**config.mk**
```make
export PLATFORM = sky130hd
export DESIGN_NAME = btb_top
export DESIGN_NICKNAME = d
export VERILOG_FILES = /design/src/common/btb_pkg.sv /design/src/common/btb_update_if.sv /design/src/btb/btb_array.sv /design/src/btb/btb_datapath.sv /design/src/btb/btb_update_ctrl.sv /design/src/design/btb_top.sv
export SDC_FILE = /design/constraint.sdc
export NUM_CORES = 2
export LEC_CHECK = 0
export CORE_MARGIN = 3
export CORE_UTILIZATION = 40
export CTS_BUF_LIST = sky130_fd_sc_hd__clkbuf_8
export DETAILED_ROUTE_END_ITERATION = 10
export DONT_BUFFER_PORTS = 1
export PLACE_DENSITY_LB_ADDON = 0.1
export SLEW_MARGIN = 15
export SYNTH_ARGS = -nofsm -noshare
export SYNTH_HDL_FRONTEND = slang
export SYNTH_SLANG_ARGS = --single-unit
```
**constraint.sdc**
```tcl
create_clock -name clk -period 4 [get_ports clk]
set_input_delay 0.6 -clock clk [delete_from_list [all_inputs] [get_ports clk]]
set_output_delay 0.6 -clock clk [all_outputs]
set_load 0.01 [all_outputs]
```
**src/common/btb_pkg.sv**
```systemverilog
// Geometry, vector types and update FSM states for the branch target buffer.
// Imported by the BTB interface and RTL modules.
package btb_pkg;

    localparam int BTB_S_OFFSET = 2;  // word aligned instructions
    localparam int BTB_S_INDEX  = 3;
    localparam int BTB_SETS     = 2**BTB_S_INDEX;
    localparam int BTB_TAG_W    = 32 - BTB_S_INDEX - BTB_S_OFFSET;
    localparam int BTB_WAYS     = 2;

    // pc or branch target
    typedef logic [31:0] addr_t;

    typedef logic [BTB_S_INDEX-1:0] btb_index_t;

    typedef logic [BTB_TAG_W-1:0] btb_tag_t;

    // one-hot, bit n selects way n
    typedef logic [BTB_WAYS-1:0] way_mask_t;

    typedef enum logic [1:0]
    {
        UPD_IDLE,
        UPD_PROBE,  // update pc owns the read port
        UPD_WRITE   // probe result back, write to victim
    } upd_state_e;

endpackage : btb_pkg

```
**src/common/btb_update_if.sv**
```systemverilog
// Probe results and write commands between the BTB update FSM and datapath.
`timescale 1ns/1ps

interface btb_update_if;
    import btb_pkg::*;

    logic       probe_sel;      // read port follows upd_index
    btb_index_t upd_index;
    btb_tag_t   upd_tag;
    addr_t      upd_target;
    way_mask_t  wr_way;         // zero when idle
    way_mask_t  probe_hit_way;
    logic       probe_lru;      // way to replace

    modport control
    (
        output probe_sel, upd_index, upd_tag, upd_target, wr_way,
        input  probe_hit_way, probe_lru
    );

    modport datapath
    (
        input  probe_sel, upd_index, upd_tag, upd_target, wr_way,
        output probe_hit_way, probe_lru
    );

endinterface : btb_update_if

```
**src/btb/btb_array.sv**
```systemverilog
// One entry per BTB set with a registered read port and a separate write port.
// Read-first: a read and write to the same entry at one edge returns the old data.
`timescale 1ns/1ps

module btb_array #(
    parameter int width = 1
)
(
    input  logic                clk,
    input  logic                rst_n,
    input  logic                read,
    input  logic                load,
    input  btb_pkg::btb_index_t rindex,
    input  btb_pkg::btb_index_t windex,
    input  logic [width-1:0]    datain,
    output logic [width-1:0]    dataout
);
    import btb_pkg::*;

    logic [width-1:0] data [BTB_SETS];

    always_ff @(posedge clk or negedge rst_n)
    begin
        if (!rst_n)
        begin
            for (int i = 0; i < BTB_SETS; i++)
                data[i] <= '0;
            dataout <= '0;
        end
        else
        begin
            if (read)
                dataout <= data[rindex];
            if (load)
                data[windex] <= datain;
        end
    end

endmodule : btb_array

```
**src/btb/btb_datapath.sv**
```systemverilog
// BTB storage: per-way tag, valid and target arrays plus a per-set LRU bit.
// Shares one read index between lookups and update probes; hit is known a cycle later.
`timescale 1ns/1ps

module btb_datapath
(
    input  logic           clk,
    input  logic           rst_n,
    input  logic           lookup_fire,
    input  btb_pkg::addr_t lookup_pc,
    btb_update_if.datapath upd,
    output logic           pred_hit,
    output btb_pkg::addr_t pred_target
);
    import btb_pkg::*;

    btb_index_t          rd_index;
    btb_tag_t            rd_tag;
    btb_index_t          rd_index_q;
    btb_tag_t            rd_tag_q;
    logic                lookup_q;
    btb_tag_t            tag_out [BTB_WAYS];
    addr_t               target_out [BTB_WAYS];
    logic [BTB_WAYS-1:0] valid_out;
    way_mask_t           hit_way;
    logic                upd_wr;
    logic                lru_load;
    logic                lru_in;
    btb_index_t          lru_windex;
    logic                lru_out;
    logic                lru_fwd_q;
    logic                lru_fwd_val_q;

    assign rd_index = upd.probe_sel ? upd.upd_index
                                    : lookup_pc[BTB_S_OFFSET +: BTB_S_INDEX];
    assign rd_tag   = upd.probe_sel ? upd.upd_tag : lookup_pc[31 -: BTB_TAG_W];

    // address behind the array outputs
    always_ff @(posedge clk)
    begin
        rd_index_q <= rd_index;
        rd_tag_q   <= rd_tag;
    end

    always_ff @(posedge clk or negedge rst_n)
    begin
        if (!rst_n)
            lookup_q <= 1'b0;
        else
            lookup_q <= lookup_fire;
    end

    for (genvar w = 0; w < BTB_WAYS; w++)
    begin : g_way
        btb_array #(.width(BTB_TAG_W)) tag_array
        (
            .clk     (clk),
            .rst_n   (rst_n),
            .read    (1'b1),
            .load    (upd.wr_way[w]),
            .rindex  (rd_index),
            .windex  (upd.upd_index),
            .datain  (upd.upd_tag),
            .dataout (tag_out[w])
        );

        btb_array #(.width(32)) target_array
        (
            .clk     (clk),
            .rst_n   (rst_n),
            .read    (1'b1),
            .load    (upd.wr_way[w]),
            .rindex  (rd_index),
            .windex  (upd.upd_index),
            .datain  (upd.upd_target),
            .dataout (target_out[w])
        );

        btb_array #(.width(1)) valid_array
        (
            .clk     (clk),
            .rst_n   (rst_n),
            .read    (1'b1),
            .load    (upd.wr_way[w]),
            .rindex  (rd_index),
            .windex  (upd.upd_index),
            .datain  (1'b1),
            .dataout (valid_out[w])
        );

        assign hit_way[w] = valid_out[w] && (tag_out[w] == rd_tag_q);
    end

    assign pred_hit          = |hit_way;
    assign pred_target       = hit_way[1] ? target_out[1] : target_out[0];
    assign upd.probe_hit_way = hit_way;

    // lru points away from the way just used
    assign upd_wr     = |upd.wr_way;
    assign lru_load   = upd_wr || (lookup_q && pred_hit);
    assign lru_windex = upd_wr ? upd.upd_index : rd_index_q;
    assign lru_in     = upd_wr ? upd.wr_way[0] : hit_way[0];

    btb_array #(.width(1)) lru_array
    (
        .clk     (clk),
        .rst_n   (rst_n),
        .read    (1'b1),
        .load    (lru_load),
        .rindex  (rd_index),
        .windex  (lru_windex),
        .datain  (lru_in),
        .dataout (lru_out)
    );

    // A lookup hit can retire its LRU write on the same edge that an update
    // probe reads that set, so the fresh value is forwarded to the probe.
    always_ff @(posedge clk or negedge rst_n)
    begin
        if (!rst_n)
            lru_fwd_q <= 1'b0;
        else
            lru_fwd_q <= lru_load && (lru_windex == rd_index);
    end

    always_ff @(posedge clk)
    begin
        lru_fwd_val_q <= lru_in;
    end

    assign upd.probe_lru = lru_fwd_q ? lru_fwd_val_q : lru_out;

endmodule : btb_datapath

```
**src/btb/btb_update_ctrl.sv**
```systemverilog
// Update FSM for the BTB: accepts resolved branches, probes the set, then writes.
// Also owns the shared read port, so it gates lookups and times pred_valid.
`timescale 1ns/1ps

module btb_update_ctrl
(
    input  logic           clk,
    input  logic           rst_n,
    input  logic           upd_valid,
    output logic           upd_ready,
    input  btb_pkg::addr_t upd_pc,
    input  btb_pkg::addr_t upd_target,
    input  logic           lookup_valid,
    output logic           lookup_ready,
    output logic           lookup_fire,
    output logic           pred_valid,
    btb_update_if.control  upd
);
    import btb_pkg::*;

    upd_state_e state;
    upd_state_e state_next;
    logic       upd_fire;
    addr_t      pc_q;
    addr_t      target_q;

    assign upd_ready    = (state == UPD_IDLE);
    assign lookup_ready = (state != UPD_PROBE);  // probe owns the read port
    assign upd_fire     = upd_valid && upd_ready;
    assign lookup_fire  = lookup_valid && lookup_ready;

    always_comb
    begin
        unique case (state)
            UPD_IDLE:  state_next = upd_fire ? UPD_PROBE : UPD_IDLE;
            UPD_PROBE: state_next = UPD_WRITE;
            UPD_WRITE: state_next = UPD_IDLE;
            default:   state_next = UPD_IDLE;
        endcase
    end

    always_ff @(posedge clk or negedge rst_n)
    begin
        if (!rst_n)
        begin
            state      <= UPD_IDLE;
            pred_valid <= 1'b0;
        end
        else
        begin
            state      <= state_next;
            pred_valid <= lookup_fire;  // array read is one cycle
        end
    end

    always_ff @(posedge clk)
    begin
        if (upd_fire)
        begin
            pc_q     <= upd_pc;
            target_q <= upd_target;
        end
    end

    assign upd.probe_sel  = (state == UPD_PROBE);
    assign upd.upd_index  = pc_q[BTB_S_OFFSET +: BTB_S_INDEX];
    assign upd.upd_tag    = pc_q[31 -: BTB_TAG_W];
    assign upd.upd_target = target_q;

    // overwrite the way holding this pc, else the lru way
    always_comb
    begin
        upd.wr_way = '0;
        if (state == UPD_WRITE)
        begin
            if (|upd.probe_hit_way)
                upd.wr_way = upd.probe_hit_way;
            else
                upd.wr_way = way_mask_t'(1) << upd.probe_lru;
        end
    end

endmodule : btb_update_ctrl

```
**src/design/btb_top.sv**
```systemverilog
// Top level of the BTB: update FSM and storage datapath joined by btb_update_if.
// Lookup and update ports are plain valid/ready signals for the fetch and execute stages.
`timescale 1ns/1ps

module btb_top
(
    input  logic           clk,
    input  logic           rst_n,
    input  logic           lookup_valid,
    input  btb_pkg::addr_t lookup_pc,
    output logic           lookup_ready,
    output logic           pred_valid,
    output logic           pred_hit,
    output btb_pkg::addr_t pred_target,
    input  logic           upd_valid,
    input  btb_pkg::addr_t upd_pc,
    input  btb_pkg::addr_t upd_target,
    output logic           upd_ready
);

    logic lookup_fire;

    btb_update_if upd_bus ();

    btb_update_ctrl u_ctrl
    (
        .clk          (clk),
        .rst_n        (rst_n),
        .upd_valid    (upd_valid),
        .upd_ready    (upd_ready),
        .upd_pc       (upd_pc),
        .upd_target   (upd_target),
        .lookup_valid (lookup_valid),
        .lookup_ready (lookup_ready),
        .lookup_fire  (lookup_fire),
        .pred_valid   (pred_valid),
        .upd          (upd_bus.control)
    );

    btb_datapath u_datapath
    (
        .clk         (clk),
        .rst_n       (rst_n),
        .lookup_fire (lookup_fire),
        .lookup_pc   (lookup_pc),
        .upd         (upd_bus.datapath),
        .pred_hit    (pred_hit),
        .pred_target (pred_target)
    );

endmodule : btb_top

```
==> flow_summary.json <==
{
  "core_area_um2": 128000,
  "synth.most_common_cell": "nand2_1",
  "placed_area_um2": 53900,
  "synth_top_cell_by_area": "dfrtp_1",
  "tightest_slew_ns": 1.19,
  "synth.avg_cell_area_um2": 11.4,
  "drive_above_1_share": 0.299,
  "numPortBuffers": 0,
  "fin_area_um2": 59200,
  "hold_viol": 0,
  "finalSetupTns_ns": 0,
  "setup_violations": 0,
  "cp_data_arrival_time_ns": 3.18,
  "vias_per_cell": 5.25,
  "yosys-top-cells-count": "nand2_1, dfrtp_1, mux2_2",
  "yosysWarnings": 0,
  "clockBufferDepth": 3,
  "hold_slack_ns": 0.200,
  "first_global_vias": 34692,
  "io_pins": 136,
  "yosysSeqAreaShare": 0.575,
  "synth_top_area_frac": 0.527,
  "p_leak_nw": 28.0,
  "cts_root_buf": "clkbuf_8",
  "clock.fmax_mhz": 264,
  "syn_to_final_growth_pct": 14.1,
  "syn_nets": 4644,
  "clkTransAtPathRegs_ns": 0.07,
  "drt_iter0_markers": 2363,
  "worst_slack_ns": 0.216,
  "max_slew_margin": 0.204,
  "synth_cells": 4544,
  "nNetsFinal": 4685,
  "required_ns": 3.40,
  "synth_enable_flop_cells": 62,
  "post-route-min-period_ns": 3.78,
  "critical_path_class": "reg -> out",
  "fp-row-count": 131,
  "cts_buffers": 207,
  "utilization": 0.462,
  "finalClockSkew_ns": 0.0434,
  "r2r_setup_slack_ns": 0.54,
  "grt_pass1_wl_mm": 220,
  "worstReg2RegStart": "u_datapath.g_way[1].tag_array.dataout[13]",
  "wl_per_cell_um": 22.1,
  "syn_area_um2": 51900,
  "cts_tree": "yes",
  "cp-startpoint": "u_datapath.g_way[1].tag_array.dataout[13]",
  "layout_worst_path_cycle_share": 0.946,
  "die_h_um": 366,
  "h-tree-depth": 4,
  "drc": 0,
  "place_ws_ns": 0.504,
  "power_mw": 35.7,
  "dpl.cell_count": 6006,
  "crit_path_start_kind": "flip-flop",
  "synthDistinctLibCells": 38,
  "min_path_type": "in -> async",
  "clk_latency_ns": 0.91,
  "cts.sinks": 1186,
  "synth-seq-cells": 1186,
  "die_w_um": 366,
  "synth-main-ff-cell": "dfrtp_1",
  "dieArea_um2": 134000,
  "wl_mm": 144,
  "synth_area_leaders": "dfrtp_1, mux2_2, nand2_1, nand3_1, edfxtp_1",
  "grt_max_degree": 1094,
  "crit_path_end_kind": "output port",
  "post_cts_buffers": 0,
  "grt_overflow": 0,
  "fin_cells": 6494,
  "gp_congestion": 0.783,
  "routed-via-count": 34089,
  "grt.total_usage": 0.213,
  "grt_antenna_before_repair": 12,
  "rsz0062_at_grt": "false",
  "drtAntennaViolNets": 0,
  "drtPass1Iterations": 5,
  "dp_hpwl_mm": 75.9,
  "drv_cap": 0,
  "status": "finished clean",
  "drv_slew": 0,
  "initial_utilization": 0.405,
  "power_density_nw_per_um2": 603,
  "critPathMaxFanout": 34,
  "async_flop_share": 0.922,
  "ir_drop_mv": 0.361
}
critical path: stages, from the launching register on:
cell and delay, ns:
dfrtp_1 0.41, xnor2_1 0.37, nand4bb_1 0.19, nor4_2 0.31, nand4_4 0.21, buf_6 0.32, mux2_2 0.41
routing by layer:
layer | up-vias | wire length [um] | track usage
met5 | - | 58 | 0
met4 | 8 | 2650 | 0.0582
met3 | 211 | 6330 | 0.0426
met2 | 595 | 66200 | 0.337
met1 | 17635 | 68500 | 0.300
li1 | 15640 | - | -
state kept, by name, indices dropped and copies added, names as in the netlist:
signal / flops
u_ctrl.pc_q: 30
u_datapath.g_way.valid_array.data: 16
u_datapath.rd_tag_q: 27
u_datapath.lru_fwd_q: 1
u_datapath.rd_index_q: 3
u_datapath.lru_fwd_val_q: 1
u_datapath.lru_array.dataout: 1
u_datapath.g_way.target_array.dataout: 64
u_ctrl.upd.upd_target: 32
u_datapath.g_way.target_array.data: 512
u_datapath.g_way.tag_array.data: 432
u_datapath.g_way.valid_array.dataout: 2
u_datapath.lookup_q: 1
u_ctrl.state: 2
u_datapath.lru_array.data: 8
u_datapath.g_way.tag_array.dataout: 54
power by group:
part           leakage (nW)  switching [mW]  total (mW)  internal (mW)
combinational          10.3            3.47        7.14           3.67
clock                  2.49            5.17        11.1           5.96
sequential             15.2            1.86        17.4           15.6
final timing paths:
path | depth (start not counted) | endpoint
min reg2reg | 1 | u_datapath.g_way[0].valid_array.data[3]
min in group clk | 3 | u_datapath.rd_index_q[2]
min | 2 | u_datapath.g_way[1].tag_array.data[13]
max | 6 | pred_target[7]
max reg2reg | 9 | u_datapath.g_way[0].tag_array.data[103]
max in group asynchronous | 5 | u_datapath.g_way[1].target_array.data[140]
cells by family (layout without fill, tap and decap cells):
logic type / Yosys count / count (layout) / synth area share
mux: 1018 / 1018 / 0.225
simple gates: 1795 / 1795 / 0.148
compound gates: 134 / 134 / 0.0133
other cells: 0 / 8 / 0
flops: 1186 / 1186 / 0.575
buf+inv: 355 / 568 / 0.0289
xor+xnor: 56 / 56 / 0.00945
cell type report:
type                            instances  area [um^2]
Clock buffer                          262         3610
Clock inverter                        119          587
Multi-Input combinational cell       3003        20700
Sequential cell                      1186        29800
Fill cell                           12159        69000
Tap cell                             1729         2160
Timing Repair Buffer                  182         2240
Antenna cell                            8         20.0
Inverter                                5         33.8
repair_timing:
| item | in CTS | in global routing |
|---|---|---|
| hold buffers | 91 | 2 |
| hold endpoints to repair | 1184 | 369 |
| resized for setup | 2 | 1 |
| endpoints found under the setup margin | 32 | 13 |
placed cells by master, fill, tap and decap left out, drive strengths merged, types with 2 or more instances in the layout:
cell type / n
nand2: 1112
dfrtp: 1093
mux2: 1012
nand3: 605
clkbuf: 262
o21ai: 122
inv: 104
dlygate4sd3: 92
buf: 90
edfxtp: 62
xnor2: 33
dfxtp: 31
xor2: 23
nand2b: 18
nand4: 17
clkinv: 17
nor4: 12
nor2: 10
diode: 8
a31oi: 8
mux2i: 6
and2: 5
nor3: 4
nor4b: 3
nand4bb: 2
a21oi: 2
clkinvlp: 2
nor2b: 2
or2: 2
a21bo: 2
No activity file was read; power rests on OpenSTA's default activity.
